<file path="src/design/int_pkg.sv">
// Interrupt unit definitions
// Microcode ACTION field, the STI and CLI action codes, the state
// encoding of the request FSM and the width of the taken counter

package int_pkg;

   ////////////////////////////////////////////////////////////////////
   // Microcode fields
   ////////////////////////////////////////////////////////////////////

   // ACTION field of the microinstruction
   typedef logic [3:0] action_t;

   // High bit selects the upper bank of actions
   // Low three bits pick the strobe within the bank
   localparam action_t ACT_STI = 4'b0_011;
   localparam action_t ACT_CLI = 4'b0_100;

   ////////////////////////////////////////////////////////////////////
   // Request FSM
   ////////////////////////////////////////////////////////////////////

   // IDLE     no request seen
   // PENDING  request held until the instruction ends
   // SIGNALLED  request presented to the control unit
   typedef enum logic [1:0] {
      INT_IDLE      = 2'd0,
      INT_PENDING   = 2'd1,
      INT_SIGNALLED = 2'd2
   } int_state_t;

   ////////////////////////////////////////////////////////////////////
   // Statistics
   ////////////////////////////////////////////////////////////////////

   // Count of interrupts taken, wraps at full scale
   typedef logic [15:0] count_t;

endpackage

</file>
<file path="src/design/int_wb_pkg.sv">
// Register port definitions for the interrupt unit
// Wishbone classic address and data types and the register map
// seen by the host or front panel

package int_wb_pkg;

   ////////////////////////////////////////////////////////////////////
   // Bus types
   ////////////////////////////////////////////////////////////////////

   // Word address, four slots
   typedef logic [1:0]  wb_addr_t;

   // Data word, same width as the CPU bus
   typedef logic [15:0] wb_data_t;

   ////////////////////////////////////////////////////////////////////
   // Register map
   ////////////////////////////////////////////////////////////////////

   // Read only view of fi, irq_req and irqs
   localparam wb_addr_t REG_STATUS  = 2'd0;
   // Write only strobes for the interrupt flag
   localparam wb_addr_t REG_CONTROL = 2'd1;
   // Interrupts taken, write clears
   localparam wb_addr_t REG_COUNT   = 2'd2;

   // Control register bits
   localparam int CTL_SET_FI = 0;
   localparam int CTL_CLR_FI = 1;

endpackage

</file>
<file path="src/design/irq_sync.sv">
// External interrupt synchronizer
// Brings the active-low interrupt line into the clk4 domain, requires
// FILTER_LEN consecutive low samples and masks the request with FI

module irq_sync #(
   parameter int unsigned FILTER_LEN = 3
) (
   input  logic clk4,
   input  logic reset,
   input  logic irq_n,
   input  logic fi,
   output logic irq_req
);

   // Counter must hold the value FILTER_LEN itself
   localparam int unsigned CNT_W = $clog2(FILTER_LEN + 1);

   logic             irq_n_s1;
   logic             irq_n_s2;
   logic [CNT_W-1:0] low_cnt;

   ////////////////////////////////////////////////////////////////////
   // Two flop synchronizer
   ////////////////////////////////////////////////////////////////////

   // Resets to the idle (high) level of the line
   always_ff @(posedge clk4) begin
      if (reset) begin
         irq_n_s1 <= 1'b1;
         irq_n_s2 <= 1'b1;
      end else begin
         irq_n_s1 <= irq_n;
         irq_n_s2 <= irq_n_s1;
      end
   end

   ////////////////////////////////////////////////////////////////////
   // Glitch filter
   ////////////////////////////////////////////////////////////////////

   // Saturating run length of low samples
   // Held at zero while FI is clear, like the forced-off input flop
   always_ff @(posedge clk4) begin
      if (reset || !fi || irq_n_s2) begin
         low_cnt <= '0;
      end else if (low_cnt != CNT_W'(FILTER_LEN)) begin
         low_cnt <= low_cnt + CNT_W'(1);
      end
   end

   // Drops as soon as the synchronized line goes high again
   assign irq_req = (low_cnt == CNT_W'(FILTER_LEN)) && !irq_n_s2;

   // Masking by FI takes one edge
   a_mask_by_fi : assert property (@(posedge clk4) disable iff (reset)
      !$past(fi) |-> !irq_req);

endmodule

</file>
<file path="src/design/int_fsm.sv">
// Interrupt control block
// Decodes STI and CLI from the microcode ACTION field, holds the
// interrupt flag FI and presents a filtered request to the control
// unit only at the end of the current instruction

module int_fsm (
   input  logic             clk4,
   input  logic             reset,
   input  int_pkg::action_t action,
   input  logic             ibus15,
   input  logic             flagwe,
   input  logic             instr_end,
   input  logic             irq_req,
   input  logic             host_set_fi,
   input  logic             host_clr_fi,
   output logic             fi,
   output logic             irqs,
   output logic             irq_taken
);

   import int_pkg::*;

   logic       sti;
   logic       cli;
   int_state_t state;
   int_state_t state_next;
   logic       irqs_d;

   ////////////////////////////////////////////////////////////////////
   // Action decode
   ////////////////////////////////////////////////////////////////////

   // Only one code is live per microinstruction
   assign sti = (action == ACT_STI);
   assign cli = (action == ACT_CLI);

   ////////////////////////////////////////////////////////////////////
   // Interrupt flag
   ////////////////////////////////////////////////////////////////////

   // Microcode wins over the host port
   // CLI before STI, then a flag load from bit 15 of the bus
   always_ff @(posedge clk4) begin
      if (reset) begin
         fi <= 1'b0;
      end else if (cli) begin
         fi <= 1'b0;
      end else if (sti) begin
         fi <= 1'b1;
      end else if (flagwe) begin
         fi <= ibus15;
      end else if (host_clr_fi) begin
         fi <= 1'b0;
      end else if (host_set_fi) begin
         fi <= 1'b1;
      end
   end

   ////////////////////////////////////////////////////////////////////
   // Request FSM
   ////////////////////////////////////////////////////////////////////

   always_ff @(posedge clk4) begin
      if (reset) begin
         state <= INT_IDLE;
      end else begin
         state <= state_next;
      end
   end

   // Instruction end samples the request in every state
   always_comb begin
      state_next = state;
      case (state)
         INT_IDLE: begin
            if (instr_end) begin
               state_next = irq_req ? INT_SIGNALLED : INT_IDLE;
            end else if (irq_req) begin
               state_next = INT_PENDING;
            end
         end
         INT_PENDING: begin
            // Wait here for the current instruction to finish
            if (instr_end) begin
               state_next = irq_req ? INT_SIGNALLED : INT_IDLE;
            end
         end
         INT_SIGNALLED: begin
            // Request withdrawn by the time the instruction ends
            if (instr_end && !irq_req) begin
               state_next = INT_IDLE;
            end
         end
         default: begin
            state_next = INT_IDLE;
         end
      endcase

      // CLI overrides any instruction end in the same cycle
      if (cli) begin
         state_next = INT_IDLE;
      end
   end

   // Line to the control unit
   assign irqs = (state == INT_SIGNALLED);

   ////////////////////////////////////////////////////////////////////
   // Taken pulse
   ////////////////////////////////////////////////////////////////////

   // One cycle pulse in the cycle after irqs rises
   always_ff @(posedge clk4) begin
      if (reset) begin
         irqs_d    <= 1'b0;
         irq_taken <= 1'b0;
      end else begin
         irqs_d    <= irqs;
         irq_taken <= irqs && !irqs_d;
      end
   end

   // Request reaches the control unit only at an instruction end
   a_irqs_at_end : assert property (@(posedge clk4) disable iff (reset)
      $rose(irqs) |-> $past(instr_end));

   // CLI withdraws the request at the next edge
   a_cli_clears : assert property (@(posedge clk4) disable iff (reset)
      $past(cli) |-> !irqs);

endmodule

</file>
<file path="src/design/int_regs.sv">
// Interrupt unit register port
// Wishbone classic slave giving the host a status view, set and clear
// strobes for FI and a wrapping count of interrupts taken

module int_regs (
   input  logic                  clk4,
   input  logic                  reset,
   input  logic                  cyc,
   input  logic                  stb,
   input  logic                  we,
   input  int_wb_pkg::wb_addr_t  adr,
   input  int_wb_pkg::wb_data_t  dat_w,
   output int_wb_pkg::wb_data_t  dat_r,
   output logic                  ack,
   input  logic                  fi,
   input  logic                  irq_req,
   input  logic                  irqs,
   input  logic                  irq_taken,
   output logic                  host_set_fi,
   output logic                  host_clr_fi
);

   import int_pkg::*;
   import int_wb_pkg::*;

   logic   bus_req;
   logic   bus_wr;
   logic   ctl_wr;
   logic   cnt_wr;
   count_t irq_count;

   ////////////////////////////////////////////////////////////////////
   // Bus handshake
   ////////////////////////////////////////////////////////////////////

   // New access, not yet acknowledged
   assign bus_req = cyc && stb && !ack;
   assign bus_wr  = bus_req && we;

   // Single cycle ack, master drops stb after it
   always_ff @(posedge clk4) begin
      if (reset) begin
         ack <= 1'b0;
      end else begin
         ack <= bus_req;
      end
   end

   ////////////////////////////////////////////////////////////////////
   // Write side
   ////////////////////////////////////////////////////////////////////

   assign ctl_wr = bus_wr && (adr == REG_CONTROL);
   assign cnt_wr = bus_wr && (adr == REG_COUNT);

   // Strobes act on FI at the same edge that raises ack
   assign host_set_fi = ctl_wr && dat_w[CTL_SET_FI];
   assign host_clr_fi = ctl_wr && dat_w[CTL_CLR_FI];

   // Interrupts taken
   // A pulse coinciding with the clear is still counted
   always_ff @(posedge clk4) begin
      if (reset) begin
         irq_count <= '0;
      end else if (cnt_wr) begin
         irq_count <= irq_taken ? count_t'(1) : count_t'(0);
      end else if (irq_taken) begin
         irq_count <= irq_count + count_t'(1);
      end
   end

   ////////////////////////////////////////////////////////////////////
   // Read side
   ////////////////////////////////////////////////////////////////////

   // Captured with the ack edge, valid while ack is high
   always_ff @(posedge clk4) begin
      if (bus_req) begin
         case (adr)
            REG_STATUS: begin
               dat_r <= {13'd0, irqs, irq_req, fi};
            end
            REG_COUNT: begin
               dat_r <= irq_count;
            end
            // Control reads back zero, unmapped slot too
            default: begin
               dat_r <= '0;
            end
         endcase
      end
   end

   // Ack lasts one cycle and never outside an active cycle
   a_ack_pulse : assert property (@(posedge clk4) disable iff (reset)
      ack |-> (cyc && stb) ##1 !ack);

endmodule

</file>
<file path="src/design/int_unit.sv">
// Interrupt unit top level
// Synchronizer and glitch filter, the interrupt control block and the
// Wishbone register port, wired together

module int_unit #(
   parameter int unsigned FILTER_LEN = 3
) (
   input  logic                  clk4,
   input  logic                  reset,
   // Microcode side
   input  int_pkg::action_t      action,
   input  logic                  ibus15,
   input  logic                  flagwe,
   input  logic                  instr_end,
   // External request, active low
   input  logic                  irq_n,
   output logic                  fi,
   output logic                  irqs,
   // Register port
   input  logic                  cyc,
   input  logic                  stb,
   input  logic                  we,
   input  int_wb_pkg::wb_addr_t  adr,
   input  int_wb_pkg::wb_data_t  dat_w,
   output int_wb_pkg::wb_data_t  dat_r,
   output logic                  ack
);

   logic irq_req;
   logic host_set_fi;
   logic host_clr_fi;
   logic irq_taken;

   // Filtered and masked request
   irq_sync #(
      .FILTER_LEN (FILTER_LEN)
   ) i_irq_sync (
      .clk4    (clk4),
      .reset   (reset),
      .irq_n   (irq_n),
      .fi      (fi),
      .irq_req (irq_req)
   );

   // Flag and request to the control unit
   int_fsm i_int_fsm (
      .clk4        (clk4),
      .reset       (reset),
      .action      (action),
      .ibus15      (ibus15),
      .flagwe      (flagwe),
      .instr_end   (instr_end),
      .irq_req     (irq_req),
      .host_set_fi (host_set_fi),
      .host_clr_fi (host_clr_fi),
      .fi          (fi),
      .irqs        (irqs),
      .irq_taken   (irq_taken)
   );

   // Host view
   int_regs i_int_regs (
      .clk4        (clk4),
      .reset       (reset),
      .cyc         (cyc),
      .stb         (stb),
      .we          (we),
      .adr         (adr),
      .dat_w       (dat_w),
      .dat_r       (dat_r),
      .ack         (ack),
      .fi          (fi),
      .irq_req     (irq_req),
      .irqs        (irqs),
      .irq_taken   (irq_taken),
      .host_set_fi (host_set_fi),
      .host_clr_fi (host_clr_fi)
   );

endmodule

</file>
<file path="config.mk">
export PLATFORM = sky130hd
export DESIGN_NAME = int_unit
export DESIGN_NICKNAME = d
export VERILOG_FILES = /design/src/design/int_pkg.sv /design/src/design/int_wb_pkg.sv /design/src/design/irq_sync.sv /design/src/design/int_fsm.sv /design/src/design/int_regs.sv /design/src/design/int_unit.sv
export SDC_FILE = /design/constraint.sdc
export NUM_CORES = 1
export LEC_CHECK = 0
export BUFFER_PORTS_ARGS = -buffer_cell sky130_fd_sc_hd__buf_2
export CAP_MARGIN = 20
export CORE_MARGIN = 2
export CORE_UTILIZATION = 40
export CTS_CLUSTER_SIZE = 12
export DETAILED_ROUTE_END_ITERATION = 12
export MAX_ROUTING_LAYER = met4
export PLACE_DENSITY = 0.66
export SYNTH_ARGS = -nofsm -noshare
export SYNTH_HDL_FRONTEND = slang
export SYNTH_SLANG_ARGS = --single-unit
</file>
<file path="constraint.sdc">
create_clock -name clk4 -period 1.5 [get_ports clk4]
set_clock_uncertainty 0.15 [all_clocks]
set_input_delay 0.225 -clock clk4 [delete_from_list [all_inputs] [get_ports clk4]]
set_output_delay 0.225 -clock clk4 [all_outputs]
set_load 0.01 [all_outputs]
</file>
**Yosys cells after proc, flatten, opt, wreduce, memory -nomap -nowiden**

Index checks and enable logic that the tools add are counted.

- Add/subtract/negate cells: 2
- Eq/ne operators: 11
- Mux-type cells: 14
- Reduce and logical (&&, ||, !) cells: 23

Operators with widths:

| kind | count |
|---|---|
| $mux W16 | 2 |
| $pmux W16 S2 | 1 |
| $add A16 B1 Y16 const B | 1 |
| $logic_and A1 B1 Y1 | 10 |
| $mux W2 | 5 |
| $eq A2 B2 Y1 const B | 3 |
| $ne A2 B2 Y1 const B | 3 |
| $pmux W2 S3 | 1 |
| $logic_not A1 Y1 | 5 |
| $mux W1 | 5 |
| $eq A2 B1 Y1 const B | 2 |
| $eq A4 B2 Y1 const B | 1 |
| $eq A4 B3 Y1 const B | 1 |
| $logic_not A2 Y1 | 2 |
| $reduce_bool A4 Y1 | 1 |
| $ne A3 B2 Y1 const B | 1 |
| $reduce_and A3 Y1 | 1 |
| $add A2 B1 Y2 const B | 1 |
| $logic_or A1 B1 Y1 | 2 |
| $reduce_bool A2 Y1 | 1 |
| $reduce_or A2 Y1 | 1 |

- Bits in registers: 42
- Bits of input ports: 31
- Output and inout port bits: 19
- Logic and storage cells: 60

**Longest topological paths before layout**

Gate-level depths: netlist of run 1.

- Word-level depth: 9
- Gate-level depth with buffers: 5

**Cells and area by module**

Synthesis of run 1 repeated with hierarchy kept, for this count alone.

- Cells, all modules: 179
- Area, all modules: 1,875.5 µm²

By module, submodules not included:

| module | times used | cells each | area each (µm²) | sequential area each (µm²) |
|---|---|---|---|---|
| int_regs | 1 | 144 | 1,521.5 | 820.8 |
| int_fsm | 1 | 22 | 205.2 | 100.1 |
| irq_sync | 1 | 13 | 148.9 | 80.1 |

**Worst setup path before layout of run 1**

OpenSTA, ideal clock, no wires.

- Path kind: flip-flop to flip-flop
- Start point: register i_int_regs.ack
- End point: register i_int_regs.dat_r[0] (enable)
- Library setup time: 0.388 ns
- Data arrival time: 1.072 ns
- Setup slack: -0.110 ns
- Stages on the path, launching flop included: 2
- Path buffers: 0
- Cell sequence: dfxtp_1 nor2_1

- Longest elaborated chain between the ends: 2

Ends and longest elaborated chain:

| what | RTL line | text |
|---|---|---|
| from (decl) | int_regs.sv:14 | `output logic ack,` |
| from (signal assigned) | int_regs.sv:45 | `ack <= bus_req;` |
| $logic_not A1 Y1 | int_regs.sv:37 | `assign bus_req = cyc && stb && !ack;` |
| $logic_and A1 B1 Y1 | int_regs.sv:37 |  |
| via i_int_regs.bus_req | int_regs.sv:26 | `logic bus_req;` |
| to (signal assigned) | int_regs.sv:81 | `dat_r <= {13'd0, irqs, irq_req, fi};` |
| to (signal assigned) | int_regs.sv:84 | `dat_r <= irq_count;` |
| to (decl) | int_regs.sv:13 | `output int_wb_pkg::wb_data_t dat_r,` |

The timed path passes the listed nets, and every way through them passes these cells.
A chain may end at the register's enable or synchronous reset.

**Worst setup path in the final report of run 1**

- Start point: register i_int_regs.irq_count[1]
- End point: register i_int_regs.irq_count[9]

- Longest elaborated chain between the ends: 3

Ends and longest elaborated chain:

| what | RTL line | text |
|---|---|---|
| from (decl) | int_regs.sv:30 | `count_t irq_count;` |
| from (signal assigned) | int_regs.sv:66 | `irq_count <= irq_taken ? count_t'(1) : count_t'(0);` |
| from (signal assigned) | int_regs.sv:68 | `irq_count <= irq_count + count_t'(1);` |
| $add A16 B1 Y16 | int_regs.sv:68 |  |
| $mux W16 | int_regs.sv:67 | `end else if (irq_taken) begin` |
| $mux W16 | int_regs.sv:65 | `end else if (cnt_wr) begin` |

No other way between the ends. The select of a mux whose other input is x is not followed.

==> results by group, run 1 <==
Status
  – Status: finished, final reports clean

Layout
  – Final Instance Area: 2554 µm²
  – Final core utilization: 0.5746
  – Area Overhead vs Synth: 35.34%
  – Count of nets after finishing: 284
  – Final Non-Filler Cells: 304
  – Share of cells above drive strength 1: 0.3889
  – Inserted Diodes: 0
  – Filler cell count: ~390

GRT
  – Largest net degree at the start of global routing: 20
  – Antenna violations before repair: 0
  – Vias in the first global route: between 1000 and 1500
  – Gr ovfl total: 0
  – First-pass GRT wire length: 6.437 mm
  – Global-route usage over all layers: 0.1580

Logic synthesis
  – Sequential area share after synthesis: 0.5305
  – Yosys warning total: 0
  – Number of storage elements in the synthesis netlist: 42
  – Cell accounting for the most synthesized area: dfxtp_1
  – Share of async-settable or async-resettable flops after synthesis: 0
  – Number of flops mapped to enable cells by yosys: 16
  – Mapped Avg Cell Area: 10.25 µm²
  – Net count after synthesis: approximately 220
  – Post-Syn Instances: roughly 180
  – Top FF cell, synth: dfxtp_1
  – Distinct cell type count after synthesis: around 40
  – Cell area after synthesis: 1887 µm²
  – Main area contributors after synthesis: dfxtp_1 28%, edfxtp_1 25%, mux2i_1 4.8%
  – Yosys top cell area share: 0.2759
  – Top-count cell post-synth: dfxtp_1
  – Top cells by instance count after synthesis: 26 x dfxtp_1, 21 x nor2_1, 16 x edfxtp_1, 14 x o21ai_0, 10 x and2_1

Clock tree
  – CTS sink count: 42
  – H-tree levels: 2
  – Clock buffer count from CTS: 5
  – Clk buf depth: 2
  – TritonCTS clock tree: done
  – Clock tree root driver cell: clkbuf_8
  – Insertion delay to the later sink of the worst-skew pair: between 0.2 and 0.3 ns
  – CTS clk-pin slew, worst paths: 0.08 ns

Timing
  – Final setup vio count: 0
  – Hold Vio Cnt, Final: 0
  – Minimum clock period: between 1 and 1.5 ns
  – Max-slew headroom: 0.7594
  – Final worst-path cycle share: 0.9692
  – Setup repair after global routing missed its margin: true
  – Actual transition at the worst max-transition pin: about 0.36 ns
  – Minimum hold slack: ~0.070 ns
  – Peak clock frequency supported by timing: around 0.7 GHz
  – Final Max Slew Viols: 0

Critical path
  – Critical R2R Capture: i_int_regs.irq_count[9]
  – Startpoint of the most critical setup path: i_int_regs.irq_count[1]
  – Worst path required time: 1.58 ns
  – Cells on worst reg2reg path: 4
  – Worst EP arrival: 1.54 ns
  – Reg2Reg Setup Slack: 0.05 ns
  – Startpoint class of the critical path: flip-flop
  – Sort of element at the end of the critical path: flip-flop
  – Maximum fanout along the worst path: 6
  – Kind of critical path: reg2reg
  – Worst r2r src: i_int_regs.irq_count[1]

Floorplanning
  – DIE HEIGHT: 72.68 µm
  – I/O pin count: 50
  – Die width: 72.68 µm
  – Area of the core: between 4000 and 5000 µm²
  – Total die area: 5282 µm²
  – Number of rows created at floorplan: 24
  – Initial standard-cell utilization of the core: 0.4245

Hold path
  – Hold path depth: 3
  – Worst hold path endpoint: i_int_regs.ack
  – Hold Path Class: in2reg
  – Origin of the worst min-delay path: stb

Run
  – Maxcap violations: 0

Pwr
  – Final Total Pwr: approximately 2200 µW
  – Leakage power of the design: 0.001024 µW
  – Max rail drop VDD: about 0.42 mV
  – Power per standard cell area: 876.9 nW/µm²

Routing
  – Routed WL per cell: 11.99 µm
  – Detailed Route Iter0 Violations: 85
  – First-pass detailed-route iteration total: 4
  – Number of vias per cell: 5.174
  – Vias post-DR: 1573
  – Wire length after detailed routing: 3.644 mm
  – Detail Route Antenna Nets: 0
  – Number of design rule violations left after detail routing: 0

Placement
  – Placed inst area: 2337 µm²
  – Final weighted congestion of routability-driven global placement: 0.8072
  – Count of buffers inserted at the top-level ports: 35
  – Number of instances in the placed design: 293
  – Detailed placement HPWL: about 2.7 mm
-- how the worst max path moves through the flow --
stage	end	slack, ns	cells past startpoint
finish	i_int_regs.irq_count[9]	0.05	4
floorplan	i_int_regs.irq_count[10]	0.0007	4
detailed placement	i_int_regs.irq_count[13]	-0.03	5
global placement	i_int_regs.irq_count[13]	-0.02	5
global route	i_int_regs.irq_count[14]	-0.03	4
CTS	i_int_regs.irq_count[10]	0.02	3
-- repair_timing --
item / CTS / global route
gates cloned: 0 / 0
pin swaps: 0 / 4
hold buffers: 2 / 0
setup buffers: 0 / 1
setup endpoints to repair: 8 / 12
hold endpoints to repair: 3 / 0
gates resized for setup: 5 / 16
-- cells in the final DEF, fill, tap and decap left out, drive strengths merged, types with 2 or more instances in the layout --
cell         instances
nor2b                7
or3                  3
o21ai               14
inv                  5
dfxtp               26
buf                 66
a21oi                6
or4                  4
nor2                21
o31ai                4
nand4                7
dlygate4sd3          2
ha                   2
or2                  3
nor3                 2
mux2i                9
xor2                 4
nor4                 5
clkbuf               7
edfxtp              16
nand3                4
and2                11
nand2                9
nand2b               2
-- metrics by stage --
step | setup TNS [ns] | setup WS [ns]
global route | -0.03838 | -0.03227
global placement | -0.02232 | -0.02232
floorplan | 0 | 0.0007188
detailed placement | -0.05245 | -0.03063
finish | 0 | 0.04622
CTS | 0 | 0.01565
-- flip-flops by register name, indices dropped and copies added, names as in the netlist --
name / count
i_irq_sync.irq_n_s1: 1
i_int_fsm.irqs_d: 1
i_int_fsm.irq_taken: 1
i_int_fsm.state: 2
i_int_regs.dat_r: 16
i_int_regs.ack: 1
i_irq_sync.irq_n_s2: 1
i_irq_sync.low_cnt: 2
i_int_regs.irq_count: 16
i_int_fsm.fi: 1
-- cells by family (layout without fill, tap and decap cells) --
logic type                 Yosys count  in the layout  share of synthesized area
and+or+nand+nor                     82             82                     0.2513
buffers and inverters               13             81                    0.03249
xor gates and xnor gates             4              4                    0.01857
AOI/OAI and AO/OA                   31             31                     0.1001
DFF                                 42             42                     0.5305
muxes                               10             10                    0.05372
adders and majority gates            2              2                    0.01326
-- power breakdown --
group | total [µW] | switching, µW | internal [µW]
clock network | 871 | 373 | 498
logic | 158 | 85.8 | 72.2
registers | 1210 | 11.2 | 1200
-- final cells by class --
cell class	instances	area, µm²	share of cell area
clock inverter	1	30.03	0.01176
inverter	5	18.77	0.007349
multi-input combinational	129	903.4	0.3537
sequential	42	1020	0.3993
tap	52	65.06	0.02548
clock buffer	7	76.32	0.02989
timing repair buffer	68	440.4	0.1725
-- critical path, stage by stage, from the launching register on --
cell     delay [ns]
dfxtp_4        0.38
buf_4          0.12
nand3_4        0.10
or4_1          0.53
a21oi_2        0.12
-- routing by layer --
layer,up-vias,part of all wire,global-route usage
met5,-,0,-
met3,6,0.040,0.04144
met4,0,0.015,0.04938
met2,35,0.49,0.2646
li1,801,-,-
met1,731,0.46,0.1855
Power figures use the tool's default switching activity.
==> run 2, diff against run 1 <==
- CORE_UTILIZATION: 40 -> 47
- PLACE_DENSITY: 0.66 -> 0.75
==> results by group, run 2 (synthesis gave the netlist of run 1 again) <==
Critical path
  – Sort of element at the end of the critical path: flip-flop (unchanged)
  – Worst EP arrival: 1.57 ns (was 1.54 ns)
  – Maximum fanout along the worst path: 8 (was 6)
  – Critical R2R Capture: i_int_regs.irq_count[10] (was i_int_regs.irq_count[9])
  – Worst r2r src: i_int_regs.irq_count[1] (unchanged)
  – Cells on worst reg2reg path: 4 (unchanged)
  – Worst path required time: 1.58 ns (about the same)
  – Kind of critical path: reg2reg (unchanged)
  – Reg2Reg Setup Slack: 0.008 ns (was 0.05 ns)
  – Startpoint class of the critical path: flip-flop (unchanged)

GRT
  – Antenna violations before repair: 0 (unchanged)
  – First-pass GRT wire length: 6.465 mm (was 6.437 mm)
  – Global-route usage over all layers: 0.1983 (was 0.1580)
  – Gr ovfl total: 0 (unchanged)
  – Vias in the first global route: 1489 (was 1487)
  – Largest net degree at the start of global routing: 17 (was 20)

Run
  – Maxcap violations: 0 (unchanged)

Routing
  – Detail Route Antenna Nets: 0 (unchanged)
  – Number of vias per cell: 5.289 (was 5.174)
  – Vias post-DR: 1592 (was 1573)
  – Detailed Route Iter0 Violations: 85 (unchanged)
  – Number of design rule violations left after detail routing: 0 (unchanged)
  – First-pass detailed-route iteration total: 4 (unchanged)
  – Routed WL per cell: 13.16 µm (was 11.99 µm)
  – Wire length after detailed routing: 3.960 mm (was 3.644 mm)

Placement
  – Detailed placement HPWL: 2.799 mm (was 2.695 mm)
  – Final weighted congestion of routability-driven global placement: 0.8325 (was 0.8072)
  – Worst setup slack after placement: -0.02085 ns (was -0.03063 ns)
  – Count of buffers inserted at the top-level ports: 35 (unchanged)

Hold path
  – Hold path depth: 2 (was 3)
  – Origin of the worst min-delay path: reset (was stb)
  – Hold Path Class: in2reg (unchanged)
  – Worst hold path endpoint: i_irq_sync.irq_n_s1 (was i_int_regs.ack)

Pwr
  – Clock power frac: 0.334 (was 0.389)
  – Max rail drop VDD: 0.5325 mV (was 0.4198 mV)
  – Leakage power of the design: 0.001022 µW (was 0.001024 µW)
  – Power per standard cell area: 810.9 nW/µm² (was 876.9 nW/µm²)
  – Power share of the combinational group: 0.077 (was 0.071)
  – Switching power share of the total: 0.2283 (was 0.2097)
  – Internal power of the cells: 1595 µW (was 1770 µW)
  – Net switching component of the power: 471.9 µW (was 469.6 µW)
  – Flop pwr share: 0.588 (was 0.541)

Clock tree
  – TritonCTS clock tree: done (unchanged)
  – CTS clk-pin slew, worst paths: 0.08 ns (about the same)
  – H-tree levels: 2 (unchanged)
  – Clock tree root driver cell: clkbuf_8 (unchanged)
  – CTS sink count: 42 (unchanged)
  – Clk buf depth: 2 (unchanged)
  – Insertion delay to the later sink of the worst-skew pair: 0.29 ns (about the same)
  – Clock buffer count from CTS: 5 (unchanged)

Timing
  – Final Max Slew Viols: 0 (unchanged)
  – Actual transition at the worst max-transition pin: 0.3455 ns (was 0.3575 ns)
  – Max-slew headroom: 0.7691 (was 0.7594)
  – Peak clock frequency supported by timing: 0.6702 GHz (was 0.6879 GHz)
  – Setup repair after global routing missed its margin: true (unchanged)
  – Worst-case setup margin in the final layout: 0.007954 ns (was 0.04622 ns)
  – Final setup vio count: 0 (unchanged)
  – Minimum clock period: 1.492 ns (was 1.454 ns)
  – Final worst-path cycle share: 0.9947 (was 0.9692)
  – Summed negative setup slack over all endpoints: 0 ns (unchanged)
  – Hold Vio Cnt, Final: 0 (unchanged)

Layout
  – Share of cells above drive strength 1: 0.4104 (was 0.3889)
  – Registers with the most flip-flops: i_int_regs.dat_r: 16 flops, i_int_regs.irq_count: 16 flops (unchanged)
  – Most common library cell in the layout ignoring fill and taps: buf_2 (unchanged)
  – Inserted Diodes: 0 (unchanged)
  – Most used cells in the layout excluding fill and tap cells: 35 x buf_2, 27 x buf_4, 20 x nor2_1, 18 x dfxtp_1, 16 x edfxtp_1 (was 35 x buf_2, 30 x buf_4, 20 x nor2_1, 19 x dfxtp_1, 16 x edfxtp_1)
  – Count of nets after finishing: 283 (was 284)
  – Area Overhead vs Synth: 35.08% (was 35.34%)

Floorplanning
  – Area of the core: 3943 µm² (was 4444 µm²)
  – Die width: 67.36 µm (was 72.68 µm)
  – I/O pin count: 50 (unchanged)
  – Total die area: 4537 µm² (was 5282 µm²)
  – Initial standard-cell utilization of the core: 0.4786 (was 0.4245)
  – Number of rows created at floorplan: 23 (was 24)
  – DIE HEIGHT: 67.36 µm (was 72.68 µm)

Status
  – Status: finished, final reports clean (unchanged)
run 2: final cells by class:
type,instances,area [µm²]
clock buffers,6,72.57
clock inverters,2,8.758
inverters,5,18.77
multi-input cells,129,929.6
flip-flops and latches,42,1016
repair buffers,67,440.4
fillers,327,1394
well taps,50,62.56
run 2: what timing repair did:
action / CTS / global route
endpoints found under the hold margin: 3 / 0
pin swaps: 0 / 4
endpoints found under the setup margin: 7 / 12
gates resized for setup: 3 / 24
setup buffers: 0 / 2
hold buffers: 2 / 0
run 2: how the worst max path moves through the flow:
| stage | from | end | slack [ns] | depth (start not counted) |
|---|---|---|---|---|
| after CTS | i_int_regs.irq_count[1] | i_int_regs.irq_count[12] | -0.02 | 5 |
| after global placement | i_int_regs.irq_count[8] | i_int_regs.irq_count[15] | -0.0008 | 4 |
| final | i_int_regs.irq_count[1] | i_int_regs.irq_count[10] | 0.008 | 4 |
| after detailed placement | i_int_regs.irq_count[3] | i_int_regs.irq_count[9] | -0.02 | 3 |
| after global routing | i_int_regs.irq_count[3] | i_int_regs.irq_count[9] | -0.07 | 3 |
| after floorplan | i_int_regs.irq_count[0] | i_int_regs.irq_count[10] | 0.0007 | 4 |
run 2: per-layer routing:
layer | GRT usage | vias up | part of all wire
met3 | 0.05000 | 5 | 0.045
li1 | - | 798 | -
met5 | - | - | 0
met1 | 0.2236 | 747 | 0.42
met4 | 0.06888 | 0 | 0.0098
met2 | 0.3416 | 42 | 0.53
run 2: power by group through the flow:
stage / logic (µW) / clock network (µW) / registers [µW]
floorplan: 66.6 / 0 / 1250
global placement: 149 / 0 / 1240
detailed placement: 155 / 0 / 1240
CTS: 159 / 709 / 1220
global route: 179 / 746 / 1220
finish: 160 / 691 / 1220
run 2: per-stage QoR:
stage / utilization / hold WS (ns) / power [µW] / std cells / cell area, µm²
floorplan: - / 0.1581 / 1320 / 184 / 1902
global placement: 0.5884 / 0.2296 / 1392 / 289 / 2320
detailed placement: 0.5884 / 0.2334 / 1399 / 289 / 2320
CTS: 0.6150 / 0.04012 / 2086 / 299 / 2425
global route: 0.6465 / 0.05323 / 2144 / 301 / 2549
finish: 0.6465 / 0.04601 / 2067 / 301 / 2549
run 2: critical path: stages (launching register included):
cell     delay, ns
dfxtp_4       0.38
ha_4          0.15
nand4_4       0.17
or4_4         0.45
a21oi_2       0.13
==> run 3, diff against run 2 <==
- SETUP_SLACK_MARGIN: unset -> 0.02
==> results by group, run 3 (synthesis gave the netlist of run 1 again) <==
GRT
  – Gr ovfl total: 0 (unchanged)
  – Largest net degree at the start of global routing: 17 (unchanged)
  – Vias in the first global route: 1430 (was 1489)
  – Global-route usage over all layers: 0.2038 (was 0.1983)
  – Antenna violations before repair: 0 (unchanged)
  – First-pass GRT wire length: 6.561 mm (was 6.465 mm)

Pwr
  – Max rail drop VDD: 0.5889 mV (was 0.5325 mV)
  – Final Total Pwr: 2253 µW (was 2067 µW)
  – Leakage power of the design: 0.001010 µW (was 0.001022 µW)
  – Power per standard cell area: 886.9 nW/µm² (was 810.9 nW/µm²)

Placement
  – Number of instances in the placed design: 285 (was 289)
  – Detailed placement HPWL: 2.794 mm (was 2.799 mm)
  – Count of buffers inserted at the top-level ports: 35 (unchanged)
  – Final weighted congestion of routability-driven global placement: 0.8644 (was 0.8325)

Clock tree
  – TritonCTS clock tree: done (unchanged)
  – Clk buf depth: 2 (unchanged)
  – Clock tree root driver cell: clkbuf_8 (unchanged)
  – H-tree levels: 2 (unchanged)
  – CTS sink count: 42 (unchanged)
  – Insertion delay to the later sink of the worst-skew pair: 0.30 ns (was 0.29 ns)
  – CTS clk-pin slew, worst paths: 0.08 ns (about the same)
  – Clock buffer count from CTS: 5 (unchanged)

Hold path
  – Origin of the worst min-delay path: reset (unchanged)
  – Hold Path Class: in2reg (unchanged)
  – Hold path depth: 2 (unchanged)

Routing
  – Vias post-DR: 1613 (was 1592)
  – Wire length after detailed routing: 4.188 mm (was 3.960 mm)
  – Routed WL per cell: 14.05 µm (was 13.16 µm)
  – Number of design rule violations left after detail routing: 0 (unchanged)
  – First-pass detailed-route iteration total: 4 (unchanged)
  – Detail Route Antenna Nets: 0 (unchanged)
  – Number of vias per cell: 5.413 (was 5.289)
  – Detailed Route Iter0 Violations: 193 (was 85)

Layout
  – Share of cells above drive strength 1: 0.3992 (was 0.4104)
  – Final Non-Filler Cells: 298 (was 301)
  – Inserted Diodes: 0 (unchanged)
  – Final core utilization: 0.6442 (was 0.6465)
  – Filler cell count: 324 (was 327)
  – Registers with the most flip-flops: i_int_regs.dat_r: 16 flops, i_int_regs.irq_count: 16 flops (unchanged)
  – Most used cells in the layout excluding fill and tap cells: 35 x buf_2, 26 x buf_4, 20 x nor2_1, 17 x dfxtp_1, 16 x edfxtp_1 (was 35 x buf_2, 27 x buf_4, 20 x nor2_1, 18 x dfxtp_1, 16 x edfxtp_1)
  – Count of nets after finishing: 280 (was 283)
  – Area Overhead vs Synth: 34.62% (was 35.08%)
  – Most common library cell in the layout ignoring fill and taps: buf_2 (unchanged)

Timing
  – Peak clock frequency supported by timing: 0.6689 GHz (was 0.6702 GHz)
  – Hold Vio Cnt, Final: 0 (unchanged)
  – Final Max Slew Viols: 0 (unchanged)
  – Final worst-path cycle share: 0.9967 (was 0.9947)
  – Minimum clock period: 1.495 ns (was 1.492 ns)
  – Actual transition at the worst max-transition pin: 0.3634 ns (was 0.3455 ns)
  – Setup repair after global routing missed its margin: true (unchanged)
  – Minimum hold slack: 0.03954 ns (was 0.04601 ns)
  – Final setup vio count: 0 (unchanged)
  – Max-slew headroom: 0.7555 (was 0.7691)

Critical path
  – Sort of element at the end of the critical path: flip-flop (unchanged)
  – Worst r2r src: i_int_regs.irq_count[1] (unchanged)
  – End point of the critical path: i_int_regs.irq_count[10] (unchanged)
  – Critical R2R Capture: i_int_regs.irq_count[10] (unchanged)
  – Maximum fanout along the worst path: 8 (unchanged)
  – Worst path required time: 1.58 ns (about the same)
  – Reg2Reg Setup Slack: 0.005 ns (was 0.008 ns)
  – Kind of critical path: reg2reg (unchanged)
  – Startpoint of the most critical setup path: i_int_regs.irq_count[1] (unchanged)
  – Worst EP arrival: 1.58 ns (was 1.57 ns)
  – Cells on worst reg2reg path: 4 (unchanged)
  – Startpoint class of the critical path: flip-flop (unchanged)

Floorplanning
  – DIE HEIGHT: 67.36 µm (unchanged)
  – Total die area: 4537 µm² (unchanged)
  – Die width: 67.36 µm (unchanged)
  – I/O pin count: 50 (unchanged)
  – Initial standard-cell utilization of the core: 0.4786 (unchanged)
  – Area of the core: 3943 µm² (unchanged)
  – Number of rows created at floorplan: 23 (unchanged)

Status
  – Status: finished, final reports clean (unchanged)

Run
  – Maxcap violations: 0 (unchanged)
-- run 3: cell types whose count changed in the layout (fill, tap and decap cells not counted), sizes merged --
cell    delta
buf        -3
bufinv     +1
clkbuf     -1
-- run 3: final cells by class --
type	instances	area [µm²]	share of cell area
clock buffers	5	68.82	0.02709
inverters	5	18.77	0.007389
well taps	50	62.56	0.02463
clock inverters	3	40.04	0.01576
flip-flops and latches	42	1027	0.4044
repair buffers	64	410.4	0.1616
multi-input cells	129	912.1	0.3591
-- run 3: worst min-delay path by stage --
stage,slack [ns],end
5_1_grt,0.05,i_irq_sync.irq_n_s1
6_report,0.04,i_irq_sync.irq_n_s2
3_5_place_dp,0.24,i_int_fsm.irq_taken
2_1_floorplan,0.16,i_int_fsm.state[0]
4_1_cts,0.04,i_irq_sync.irq_n_s2
3_3_place_gp,0.23,i_int_fsm.irq_taken
-- run 3: power by group --
part           leakage [µW]  switching [µW]  internal [µW]
registers          0.000367            13.3           1200
logic              0.000586            86.7           70.7
clock network     0.0000579             396            490
total               0.00101             496           1760
-- run 3: critical path, cell delays in order (launching register included) --
cell     delay (ns)
dfxtp_4        0.39
ha_4           0.15
nand4_4        0.13
or4_1          0.43
a21oi_1        0.17
-- run 3: per-layer routing --
layer	part of all wire	GRT usage	wire length (µm)
met5	0	-	0
met4	0.019	0.09949	79
met3	0.060	0.05500	251
met2	0.51	0.3280	2156
met1	0.41	0.2352	1701
-- run 3: timing repair --
action	in CTS	in global routing
hold buffers	2	0
buffers inserted	2	1
gates resized for setup	8	17
pin swaps	0	1
setup endpoints to repair	8	13
endpoints found under the hold margin	3	0
-- run 3: per-stage QoR --
stage / worst slack, ns / TNS (ns) / area, µm²
3_3_place_gp: -0.01530 / -0.02633 / 2291
6_report: 0.004987 / 0 / 2540
2_1_floorplan: 0.05162 / 0 / 1903
5_1_grt: -0.03453 / -0.07440 / 2540
4_1_cts: 0.01732 / 0 / 2472
3_5_place_dp: -0.04162 / -0.1372 / 2291
